## config.mk

```make
export PLATFORM = sky130hd
export DESIGN_NAME = soc_mem_hub
export DESIGN_NICKNAME = d
export VERILOG_FILES = /design/src/design/hub_pkg.sv /design/src/design/display_fetch.sv /design/src/design/io_map.sv /design/src/design/mem_arbiter.sv /design/src/design/mem_self_test.sv /design/src/design/soc_mem_hub.sv
export SDC_FILE = /design/constraint.sdc
export NUM_CORES = 1
export LEC_CHECK = 0
export ABC_AREA = 1
export BUFFER_PORTS_ARGS = -buffer_cell sky130_fd_sc_hd__buf_4
export CORE_AREA = 2 2 355 357
export CTS_BUF_LIST = sky130_fd_sc_hd__clkbuf_16
export CTS_CLUSTER_SIZE = 10
export DETAILED_ROUTE_END_ITERATION = 8
export DIE_AREA = 0 0 357 359
export GPL_TIMING_DRIVEN = 0
export PLACE_DENSITY = 0.56
export SYNTH_ARGS = -nofsm -noshare
export SYNTH_HDL_FRONTEND = slang
export SYNTH_HIERARCHICAL = 1
export SYNTH_SLANG_ARGS = --single-unit
export TNS_END_PERCENT = 5
```

## constraint.sdc

```tcl
create_clock -name clk_in -period 15.7 [get_ports clk_in]
set_input_delay 4.71 -clock clk_in [delete_from_list [all_inputs] [get_ports clk_in]]
set_output_delay 4.71 -clock clk_in [all_outputs]
set_load 0.02 [all_outputs]
```

## src/design/hub_pkg.sv

```systemverilog
`default_nettype none

package hub_pkg;

	//////////////////////////////////////////////////
	// Widths
	//////////////////////////////////////////////////

	localparam int LANE_W     = 32;
	localparam int LINE_LANES = 8;
	localparam int ADDR_W     = 28;

	// Host address bit that selects IO space
	localparam int IO_REGION_BIT = 27;

	// Word offsets inside IO space
	localparam logic [IO_REGION_BIT-1:0] IO_ADDR_MEM_START  = 'd0;
	localparam logic [IO_REGION_BIT-1:0] IO_ADDR_DISPLAY_ON = 'd1;
	localparam logic [IO_REGION_BIT-1:0] IO_ADDR_STATUS     = 'd2;

	//////////////////////////////////////////////////
	// State and port encodings
	//////////////////////////////////////////////////

	typedef enum logic [1:0] {
		IDLE,
		WRITE,
		READ_WAIT,
		DONE
	} arb_state_e;

	typedef enum logic [1:0] {
		FILL,
		CHECK,
		FINISHED
	} test_state_e;

	// Highest priority first
	typedef enum logic [1:0] {
		PORT_DISPLAY,
		PORT_HOST,
		PORT_TEST
	} arb_port_e;

endpackage

`default_nettype wire

```

## src/design/display_fetch.sv

```systemverilog
`timescale 1ns/100ps
`default_nettype none

module display_fetch #(
	parameter int FRAME_LINES = 12
) (
	input  logic                                          clk_in,
	input  logic                                          gl_rst,
	input  logic                                          display_on,
	input  logic [hub_pkg::ADDR_W-1:0]                    mem_start,
	input  logic                                          disp_ready,
	input  logic [hub_pkg::LANE_W*hub_pkg::LINE_LANES-1:0] rdata,
	output logic                                          disp_valid,
	output logic [hub_pkg::ADDR_W-1:0]                    disp_addr,
	output logic [hub_pkg::LANE_W*hub_pkg::LINE_LANES-1:0] line_data,
	output logic                                          line_valid,
	output logic                                          last_line
);

	logic                       active_q;
	logic [hub_pkg::ADDR_W-1:0] base_q;
	logic [hub_pkg::ADDR_W-1:0] idx_q;
	logic                       line_valid_q;
	logic                       last_line_q;
	logic                       frame_end;

	assign frame_end = (idx_q == hub_pkg::ADDR_W'(FRAME_LINES - 1));

	always_ff @(posedge clk_in) begin
		if (gl_rst) begin
			active_q     <= 1'b0;
			base_q       <= '0;
			idx_q        <= '0;
			line_valid_q <= 1'b0;
			last_line_q  <= 1'b0;
		end else begin
			line_valid_q <= 1'b0;
			last_line_q  <= 1'b0;
			if (!active_q) begin
				// Frame start, sample the base address
				if (display_on) begin
					active_q <= 1'b1;
					base_q   <= mem_start;
					idx_q    <= '0;
				end
			end else if (disp_ready) begin
				line_valid_q <= 1'b1;
				last_line_q  <= frame_end;
				if (frame_end) begin
					idx_q    <= '0;
					base_q   <= mem_start;
					active_q <= display_on;
				end else begin
					idx_q <= idx_q + 1'b1;
				end
			end
		end
	end

	always_ff @(posedge clk_in) begin
		if (active_q && disp_ready)
			line_data <= rdata;
	end

	assign disp_valid = active_q;
	assign disp_addr  = base_q + idx_q;
	assign line_valid = line_valid_q;
	assign last_line  = last_line_q;

endmodule

`default_nettype wire

```

## src/design/io_map.sv

```systemverilog
`timescale 1ns/100ps
`default_nettype none

module io_map (
	input  logic                                          clk_in,
	input  logic                                          gl_rst,
	input  logic                                          host_req,
	input  logic                                          host_rw,
	input  logic [hub_pkg::ADDR_W-1:0]                    host_addr,
	input  logic [hub_pkg::LANE_W-1:0]                    host_wdata,
	input  logic                                          host_ready,
	input  logic [hub_pkg::LANE_W*hub_pkg::LINE_LANES-1:0] rdata,
	input  logic                                          memory_read_error,
	input  logic                                          test_done,
	output logic                                          host_done,
	output logic [hub_pkg::LANE_W-1:0]                    host_rdata,
	output logic                                          host_valid,
	output logic                                          host_mem_rw,
	output logic [hub_pkg::ADDR_W-1:0]                    host_mem_addr,
	output logic [hub_pkg::LANE_W*hub_pkg::LINE_LANES-1:0] host_mem_wdata,
	output logic [hub_pkg::ADDR_W-1:0]                    mem_start,
	output logic                                          display_on
);

	logic                                  io_sel;
	logic [hub_pkg::IO_REGION_BIT-1:0]     io_offset;
	logic [hub_pkg::LANE_W-1:0]            io_rdata;
	logic                                  valid_q;
	logic                                  done_q;
	logic [hub_pkg::LANE_W-1:0]            rdata_q;

	// Region decoded once, in the request cycle
	assign io_sel    = host_addr[hub_pkg::IO_REGION_BIT];
	assign io_offset = host_addr[hub_pkg::IO_REGION_BIT-1:0];

	always_comb begin
		case (io_offset)
			hub_pkg::IO_ADDR_MEM_START:  io_rdata = hub_pkg::LANE_W'(mem_start);
			hub_pkg::IO_ADDR_DISPLAY_ON: io_rdata = hub_pkg::LANE_W'(display_on);
			hub_pkg::IO_ADDR_STATUS:     io_rdata = {30'd0, test_done, memory_read_error};
			default:                     io_rdata = '0;
		endcase
	end

	//////////////////////////////////////////////////
	// Display control registers and handshake
	//////////////////////////////////////////////////

	always_ff @(posedge clk_in) begin
		if (gl_rst) begin
			mem_start  <= '0;
			display_on <= 1'b0;
			valid_q    <= 1'b0;
			done_q     <= 1'b0;
		end else begin
			done_q <= 1'b0;
			if (host_req && io_sel) begin
				done_q <= 1'b1;
				if (host_rw && io_offset == hub_pkg::IO_ADDR_MEM_START)
					mem_start <= host_wdata[hub_pkg::ADDR_W-1:0];
				if (host_rw && io_offset == hub_pkg::IO_ADDR_DISPLAY_ON)
					display_on <= host_wdata[0];
			end else if (host_req) begin
				valid_q <= 1'b1;
			end
			if (host_ready) begin
				valid_q <= 1'b0;
				done_q  <= 1'b1;
			end
		end
	end

	// Memory command and read word, lane 0 only
	always_ff @(posedge clk_in) begin
		if (host_req && !io_sel) begin
			host_mem_rw    <= host_rw;
			host_mem_addr  <= host_addr;
			host_mem_wdata <= {{(hub_pkg::LINE_LANES-1)*hub_pkg::LANE_W{1'b0}}, host_wdata};
		end
		if (host_req && io_sel)
			rdata_q <= io_rdata;
		else if (host_ready)
			rdata_q <= rdata[hub_pkg::LANE_W-1:0];
	end

	assign host_valid = valid_q;
	assign host_done  = done_q;
	assign host_rdata = rdata_q;

endmodule

`default_nettype wire

```

## src/design/mem_arbiter.sv

```systemverilog
`timescale 1ns/100ps
`default_nettype none

module mem_arbiter (
	input  logic                                          clk_in,
	input  logic                                          gl_rst,
	input  logic                                          disp_valid,
	input  logic [hub_pkg::ADDR_W-1:0]                    disp_addr,
	input  logic                                          host_valid,
	input  logic                                          host_rw,
	input  logic [hub_pkg::ADDR_W-1:0]                    host_addr,
	input  logic [hub_pkg::LANE_W*hub_pkg::LINE_LANES-1:0] host_wdata,
	input  logic                                          test_valid,
	input  logic                                          test_rw,
	input  logic [hub_pkg::ADDR_W-1:0]                    test_addr,
	input  logic [hub_pkg::LANE_W*hub_pkg::LINE_LANES-1:0] test_wdata,
	input  logic                                          mc_wr_rdy,
	input  logic                                          mc_rd_valid,
	input  logic [hub_pkg::LANE_W*hub_pkg::LINE_LANES-1:0] data_rd,
	output logic                                          disp_ready,
	output logic                                          host_ready,
	output logic                                          test_ready,
	output logic [hub_pkg::LANE_W*hub_pkg::LINE_LANES-1:0] rdata,
	output logic                                          data_wren,
	output logic                                          data_rden,
	output logic [hub_pkg::ADDR_W-1:0]                    data_addr,
	output logic [hub_pkg::LANE_W*hub_pkg::LINE_LANES-1:0] data_wr
);

	localparam int LINE_W = hub_pkg::LANE_W * hub_pkg::LINE_LANES;

	hub_pkg::arb_state_e       state_q;
	hub_pkg::arb_port_e        grant_q;
	logic                      rden_q;
	logic [hub_pkg::ADDR_W-1:0] addr_q;
	logic [LINE_W-1:0]         wdata_q;
	logic [LINE_W-1:0]         rdata_q;

	logic                      pick_valid;
	hub_pkg::arb_port_e        pick_port;
	logic                      pick_rw;
	logic [hub_pkg::ADDR_W-1:0] pick_addr;
	logic [LINE_W-1:0]         pick_wdata;

	// Fixed priority, display first
	always_comb begin
		pick_valid = 1'b1;
		pick_port  = hub_pkg::PORT_DISPLAY;
		pick_rw    = 1'b0;
		pick_addr  = disp_addr;
		pick_wdata = '0;
		if (disp_valid) begin
			pick_port = hub_pkg::PORT_DISPLAY;
		end else if (host_valid) begin
			pick_port  = hub_pkg::PORT_HOST;
			pick_rw    = host_rw;
			pick_addr  = host_addr;
			pick_wdata = host_wdata;
		end else if (test_valid) begin
			pick_port  = hub_pkg::PORT_TEST;
			pick_rw    = test_rw;
			pick_addr  = test_addr;
			pick_wdata = test_wdata;
		end else begin
			pick_valid = 1'b0;
		end
	end

	//////////////////////////////////////////////////
	// Command sequencer
	//////////////////////////////////////////////////

	always_ff @(posedge clk_in) begin
		if (gl_rst) begin
			state_q <= hub_pkg::IDLE;
			grant_q <= hub_pkg::PORT_DISPLAY;
			rden_q  <= 1'b0;
		end else begin
			rden_q <= 1'b0;
			case (state_q)
				hub_pkg::IDLE: begin
					if (pick_valid) begin
						grant_q <= pick_port;
						if (pick_rw) begin
							state_q <= hub_pkg::WRITE;
						end else begin
							state_q <= hub_pkg::READ_WAIT;
							rden_q  <= 1'b1;
						end
					end
				end
				// Held here while the controller stalls
				hub_pkg::WRITE: begin
					if (mc_wr_rdy)
						state_q <= hub_pkg::DONE;
				end
				hub_pkg::READ_WAIT: begin
					if (mc_rd_valid)
						state_q <= hub_pkg::DONE;
				end
				default: begin
					state_q <= hub_pkg::IDLE;
				end
			endcase
		end
	end

	always_ff @(posedge clk_in) begin
		if (state_q == hub_pkg::IDLE) begin
			addr_q  <= pick_addr;
			wdata_q <= pick_wdata;
		end
		if (state_q == hub_pkg::READ_WAIT && mc_rd_valid)
			rdata_q <= data_rd;
	end

	assign data_wren = (state_q == hub_pkg::WRITE) && mc_wr_rdy;
	assign data_rden = rden_q;
	assign data_addr = addr_q;
	assign data_wr   = wdata_q;
	assign rdata     = rdata_q;

	// Ready only to the granted port
	assign disp_ready = (state_q == hub_pkg::DONE) && (grant_q == hub_pkg::PORT_DISPLAY);
	assign host_ready = (state_q == hub_pkg::DONE) && (grant_q == hub_pkg::PORT_HOST);
	assign test_ready = (state_q == hub_pkg::DONE) && (grant_q == hub_pkg::PORT_TEST);

endmodule

`default_nettype wire

```

## src/design/mem_self_test.sv

```systemverilog
`timescale 1ns/100ps
`default_nettype none

module mem_self_test #(
	parameter logic [hub_pkg::ADDR_W-1:0] TEST_BASE  = 28'h0100000,
	parameter int                         TEST_LINES = 16
) (
	input  logic                                          clk_in,
	input  logic                                          gl_rst,
	input  logic                                          test_ready,
	input  logic [hub_pkg::LANE_W*hub_pkg::LINE_LANES-1:0] rdata,
	output logic                                          test_valid,
	output logic                                          test_rw,
	output logic [hub_pkg::ADDR_W-1:0]                    test_addr,
	output logic [hub_pkg::LANE_W*hub_pkg::LINE_LANES-1:0] test_wdata,
	output logic                                          memory_read_error,
	output logic                                          test_done
);

	localparam int LINE_W = hub_pkg::LANE_W * hub_pkg::LINE_LANES;

	hub_pkg::test_state_e       state_q;
	logic [hub_pkg::ADDR_W-1:0] idx_q;
	logic                       error_q;
	logic                       last_idx;

	// Lane k of line a holds a*16 + k
	function automatic logic [LINE_W-1:0] pattern(input logic [hub_pkg::ADDR_W-1:0] addr);
		logic [LINE_W-1:0]         line;
		logic [hub_pkg::LANE_W-1:0] base;
		base = {addr, 4'h0};
		for (int k = 0; k < hub_pkg::LINE_LANES; k++) begin
			line[k*hub_pkg::LANE_W +: hub_pkg::LANE_W] = base + k;
		end
		return line;
	endfunction

	assign last_idx = (idx_q == hub_pkg::ADDR_W'(TEST_LINES - 1));

	always_ff @(posedge clk_in) begin
		if (gl_rst) begin
			state_q <= hub_pkg::FILL;
			idx_q   <= '0;
			error_q <= 1'b0;
		end else if (test_ready) begin
			// Sticky until the next reset
			if (state_q == hub_pkg::CHECK && rdata != pattern(test_addr))
				error_q <= 1'b1;
			if (last_idx) begin
				idx_q   <= '0;
				state_q <= (state_q == hub_pkg::FILL) ? hub_pkg::CHECK : hub_pkg::FINISHED;
			end else begin
				idx_q <= idx_q + 1'b1;
			end
		end
	end

	// Request stays up, one line after another
	assign test_valid        = (state_q != hub_pkg::FINISHED);
	assign test_rw           = (state_q == hub_pkg::FILL);
	assign test_addr         = TEST_BASE + idx_q;
	assign test_wdata        = pattern(test_addr);
	assign memory_read_error = error_q;
	assign test_done         = (state_q == hub_pkg::FINISHED);

endmodule

`default_nettype wire

```

## src/design/soc_mem_hub.sv

```systemverilog
`timescale 1ns/100ps
`default_nettype none

module soc_mem_hub #(
	parameter logic [hub_pkg::ADDR_W-1:0] TEST_BASE   = 28'h0100000,
	parameter int                         TEST_LINES  = 16,
	parameter int                         FRAME_LINES = 12
) (
	input  logic                                          clk_in,
	input  logic                                          gl_rst,
	input  logic                                          host_req,
	input  logic                                          host_rw,
	input  logic [hub_pkg::ADDR_W-1:0]                    host_addr,
	input  logic [hub_pkg::LANE_W-1:0]                    host_wdata,
	input  logic                                          mc_wr_rdy,
	input  logic                                          mc_rd_valid,
	input  logic [hub_pkg::LANE_W*hub_pkg::LINE_LANES-1:0] data_rd,
	output logic                                          host_done,
	output logic [hub_pkg::LANE_W-1:0]                    host_rdata,
	output logic                                          data_wren,
	output logic                                          data_rden,
	output logic [hub_pkg::ADDR_W-1:0]                    data_addr,
	output logic [hub_pkg::LANE_W*hub_pkg::LINE_LANES-1:0] data_wr,
	output logic [hub_pkg::LANE_W*hub_pkg::LINE_LANES-1:0] line_data,
	output logic                                          line_valid,
	output logic                                          last_line,
	output logic                                          memory_read_error,
	output logic                                          test_done
);

	localparam int LINE_W = hub_pkg::LANE_W * hub_pkg::LINE_LANES;

	//////////////////////////////////////////////////
	// Requester wires
	//////////////////////////////////////////////////

	logic [LINE_W-1:0]          rdata;
	logic                       disp_valid;
	logic                       disp_ready;
	logic [hub_pkg::ADDR_W-1:0] disp_addr;
	logic                       host_valid;
	logic                       host_ready;
	logic                       host_mem_rw;
	logic [hub_pkg::ADDR_W-1:0] host_mem_addr;
	logic [LINE_W-1:0]          host_mem_wdata;
	logic                       test_valid;
	logic                       test_ready;
	logic                       test_rw;
	logic [hub_pkg::ADDR_W-1:0] test_addr;
	logic [LINE_W-1:0]          test_wdata;

	// Display control
	logic [hub_pkg::ADDR_W-1:0] mem_start;
	logic                       display_on;

	mem_arbiter i_mem_arbiter (
		.clk_in      (clk_in),
		.gl_rst      (gl_rst),
		.disp_valid  (disp_valid),
		.disp_addr   (disp_addr),
		.host_valid  (host_valid),
		.host_rw     (host_mem_rw),
		.host_addr   (host_mem_addr),
		.host_wdata  (host_mem_wdata),
		.test_valid  (test_valid),
		.test_rw     (test_rw),
		.test_addr   (test_addr),
		.test_wdata  (test_wdata),
		.mc_wr_rdy   (mc_wr_rdy),
		.mc_rd_valid (mc_rd_valid),
		.data_rd     (data_rd),
		.disp_ready  (disp_ready),
		.host_ready  (host_ready),
		.test_ready  (test_ready),
		.rdata       (rdata),
		.data_wren   (data_wren),
		.data_rden   (data_rden),
		.data_addr   (data_addr),
		.data_wr     (data_wr)
	);

	mem_self_test #(
		.TEST_BASE  (TEST_BASE),
		.TEST_LINES (TEST_LINES)
	) i_mem_self_test (
		.clk_in            (clk_in),
		.gl_rst            (gl_rst),
		.test_ready        (test_ready),
		.rdata             (rdata),
		.test_valid        (test_valid),
		.test_rw           (test_rw),
		.test_addr         (test_addr),
		.test_wdata        (test_wdata),
		.memory_read_error (memory_read_error),
		.test_done         (test_done)
	);

	display_fetch #(
		.FRAME_LINES (FRAME_LINES)
	) i_display_fetch (
		.clk_in     (clk_in),
		.gl_rst     (gl_rst),
		.display_on (display_on),
		.mem_start  (mem_start),
		.disp_ready (disp_ready),
		.rdata      (rdata),
		.disp_valid (disp_valid),
		.disp_addr  (disp_addr),
		.line_data  (line_data),
		.line_valid (line_valid),
		.last_line  (last_line)
	);

	io_map i_io_map (
		.clk_in            (clk_in),
		.gl_rst            (gl_rst),
		.host_req          (host_req),
		.host_rw           (host_rw),
		.host_addr         (host_addr),
		.host_wdata        (host_wdata),
		.host_ready        (host_ready),
		.rdata             (rdata),
		.memory_read_error (memory_read_error),
		.test_done         (test_done),
		.host_done         (host_done),
		.host_rdata        (host_rdata),
		.host_valid        (host_valid),
		.host_mem_rw       (host_mem_rw),
		.host_mem_addr     (host_mem_addr),
		.host_mem_wdata    (host_mem_wdata),
		.mem_start         (mem_start),
		.display_on        (display_on)
	);

endmodule

`default_nettype wire

```

==> results.ini <==
[clocking]
clock_sinks = 1015
numCtsBuffers = 119
cts_resized = 0
clk_path_buf_depth = 3
postCtsSetupRepairBufs = 0
cts_tree = done
root_buffer = clkbuf_16
clk_pin_slew_worst_paths_ns = 0.06
clk_latency_ns = 0.75
htreeDepth = 3
hold_buffers = 0

[power]
comb_power_share = 0.217
intPower_mw = 5.63
p_leak_nw = 26.9
power_density_mw_per_mm2 = 135
swShare = 0.305
switching_power_mw = 2.47
clockPowerShare = 0.311
ir_drop_mv = 0.115
seqPwrFrac = 0.472

[route]
wl_per_cell_um = 24.6
dr.pass1.iters = 6
via_per_inst = 4.65
drc = 0
drt_iter0_markers = 2606
route.final.wire_length_mm = 174
ant_nets = 0
vias = 33000

[worst_setup_path]
worst_setup_path_end_kind = output port
cp_max_fo = 2
cp_slowest_stage_delay_ns = 0.15
arrival_ns = 5.07
worst_r2r_startpoint = i_mem_self_test/idx_q[20]$_SDFFE_PP0P_
crit_required_ns = 10.99
cpMostUsedCell = buf_4
crit_path_start_kind = primary input
ff2ff_setup_slack_ns = 11.00
crit_type = primary input to output port
worstPathCellList = buf_4 > nand2_1 > inv_1 > buf_4
critical-path-slowest-cell = buf_4
crit_path_start = mc_wr_rdy

[yosys]
synthArstFlopShare = 0
synth_top_family_by_area = simple AND/OR/NAND/NOR gates
synth_edf_count = 889
yosysTopAreaCell = edfxtp_1
ys_seq_area_frac = 0.631
syn_area_mm2 = 0.0463
ys_types = 59
synth.top_cell.area_share = 0.577
yosys_warnings = 6
synth_simple_gate_area_frac = 0.141
ys.flop_type = edfxtp_1
yosysMostFrequentCell = edfxtp_1
netlist_instances = 4057
synth.area.top_cells = edfxtp_1 (58%), buf_4 (8.5%), nand2_1 (7.1%), dfxtp_1 (5.4%), a22o_1 (4.8%)
synth-xor-area-share = 0.0191
synth_seq_cells = 1015
avgSynthCellArea_um2 = 11.4
synth-compound-area-share = 0.0721
muxShareOfSynthArea = 0.000216
synthAdderAreaFrac = 0.0102
netlist_top_cells_count = edfxtp_1 (889), nand2_1 (876), buf_4 (527), nor2_1 (368), inv_1 (285)

[global_route]
grt_busiest_layer = met2
grt_pass1_vias = 31400
grt_max_degree = 114
gr-usage-met3 = 0.0632
use_met1 = 0.332
grt.total_usage = 0.267
grtUsageMet2 = 0.442
grt_antenna_before_repair = 27
grt_pass1_wl_mm = 239
grt_overflow = 0

[worst_hold_path]
hp-class = register to register
min_from = i_mem_arbiter/rdata[222]$_DFFE_PP_

[die]
core_area_mm2 = 0.125
die_area_mm2 = 0.128
io_pins = 901
floorplan.rows = 130
die_height_um = 359
initial_core_util = 0.372
die_w_um = 357

[final_layout]
nNetsFinal = 5703
syn2layout_area_growth_pct = 29.6
fin_util = 0.481
post_route_cells_drive_above_1_share = 0.319
fin_area_mm2 = 0.0600

[timing]
post-route-period-util = 0.623
fin_tns_setup_ns = 0
tightest_slew_ns = 1.56
rsz0062_at_grt = no
max_freq_ghz = 0.102
skew_ns = 0.0582
setup_ws_ns = 5.92
drv_slew = 14
min_period_ns = 9.78
setup_viol = 0
slew_headroom = -0.0446
hold_viol = 0

[placement]
dp_hpwl_mm = 131
gp_congestion = 0.908
placed_area_mm2 = 0.0564
portBuffers = 900
pre_cts_ws_ns = 5.92

[outcome]
outcome = finished, violations left
violations = max-capacitance violations, max-slew violations

[run]
cap_viol_max_count = 2

## cells by family after synthesis
family | count (synthesis)
AOI/OAI and AO/OA | 441
buffers and inverters | 928
muxes | 1
other | 3
DFF | 1015
adders and majority gates | 37
xor gates and xnor gates | 101
and+or+nand+nor | 1531
## registers in the layout, summed over array words and instances (netlist names), 32 cells and up
| signal | flops |
|---|---|
| i_display_fetch/line_data | 256 |
| i_io_map/host_mem_wdata | 32 |
| i_io_map/host_rdata | 32 |
| i_mem_arbiter/data_wr | 256 |
| i_mem_arbiter/rdata | 256 |
## power by group through the flow
stage                     clock network [mW]  logic (mW)  registers (mW)
after floorplan                            0       0.458            4.32
after global placement                     0        1.71            4.07
after detailed placement                   0        1.77            3.87
after CTS                               2.58        1.78            3.82
after global routing                    2.68        1.87            3.85
final                                   2.52        1.76            3.82
## through the flow
stage / total power [mW] / cells / hold WS (ns)
2_1_floorplan: 4.78 / 4310 / 0.417
3_5_place_dp: 5.64 / 6873 / 0.433
5_1_grt: 8.41 / 7091 / 0.455
6_report: 8.10 / 7095 / 0.445
4_1_cts: 8.17 / 7085 / 0.447
3_3_place_gp: 5.78 / 6860 / 0.429
## layout by cell type, fill, tap and decap left out, types with 47 or more instances in the layout
cell type,synthesis,routed
nand2_1,876,875
a21oi_1,93,93
conb_1,3,256
nor2_1,368,367
dfxtp_1,126,121
buf_4,527,1427
nand3b_1,61,61
edfxtp_1,889,889
inv_1,285,344
clkbuf_16,0,119
buf_2,47,47
a22o_1,256,256
nand3_1,119,119
xor2_1,95,95
## path summary, 6_finish.rpt
check | endpoint | cells past startpoint
worst min-delay path | i_display_fetch/line_data[222]$_DFFE_PP_ | 0
worst max register to register | i_mem_self_test/memory_read_error$_SDFFE_PP0P_ | 17
worst max-delay path | data_wren | 4
worst min register to register | i_display_fetch/line_data[222]$_DFFE_PP_ | 0
## layer usage
| layer | wire [um] | vias to the layer above |
|---|---|---|
| li1 | - | 15700 |
| met1 | 70600 | 15700 |
| met2 | 83200 | 1308 |
| met3 | 12700 | 265 |
| met4 | 7580 | 16 |
| met5 | 98 | - |
## critical path: cells and delay by family
| family | cells | cell delay (ns) |
|---|---|---|
| buffers and inverters | 3 | 0.30 |
| and+or+nand+nor | 1 | 0.05 |
## cell type report
type | instances | area (um2)
Fill cell | 11500 | 64600
Sequential cell | 1015 | 29200
Multi-Input combinational cell | 2367 | 12200
Timing Repair Buffer | 913 | 7080
Buffer | 633 | 4750
Clock buffer | 119 | 2980
Tap cell | 1650 | 2060
Inverter | 295 | 1120
Clock inverter | 93 | 537
Antenna cell | 10 | 25.0
Note: power is estimated with default switching activity, not from simulation.
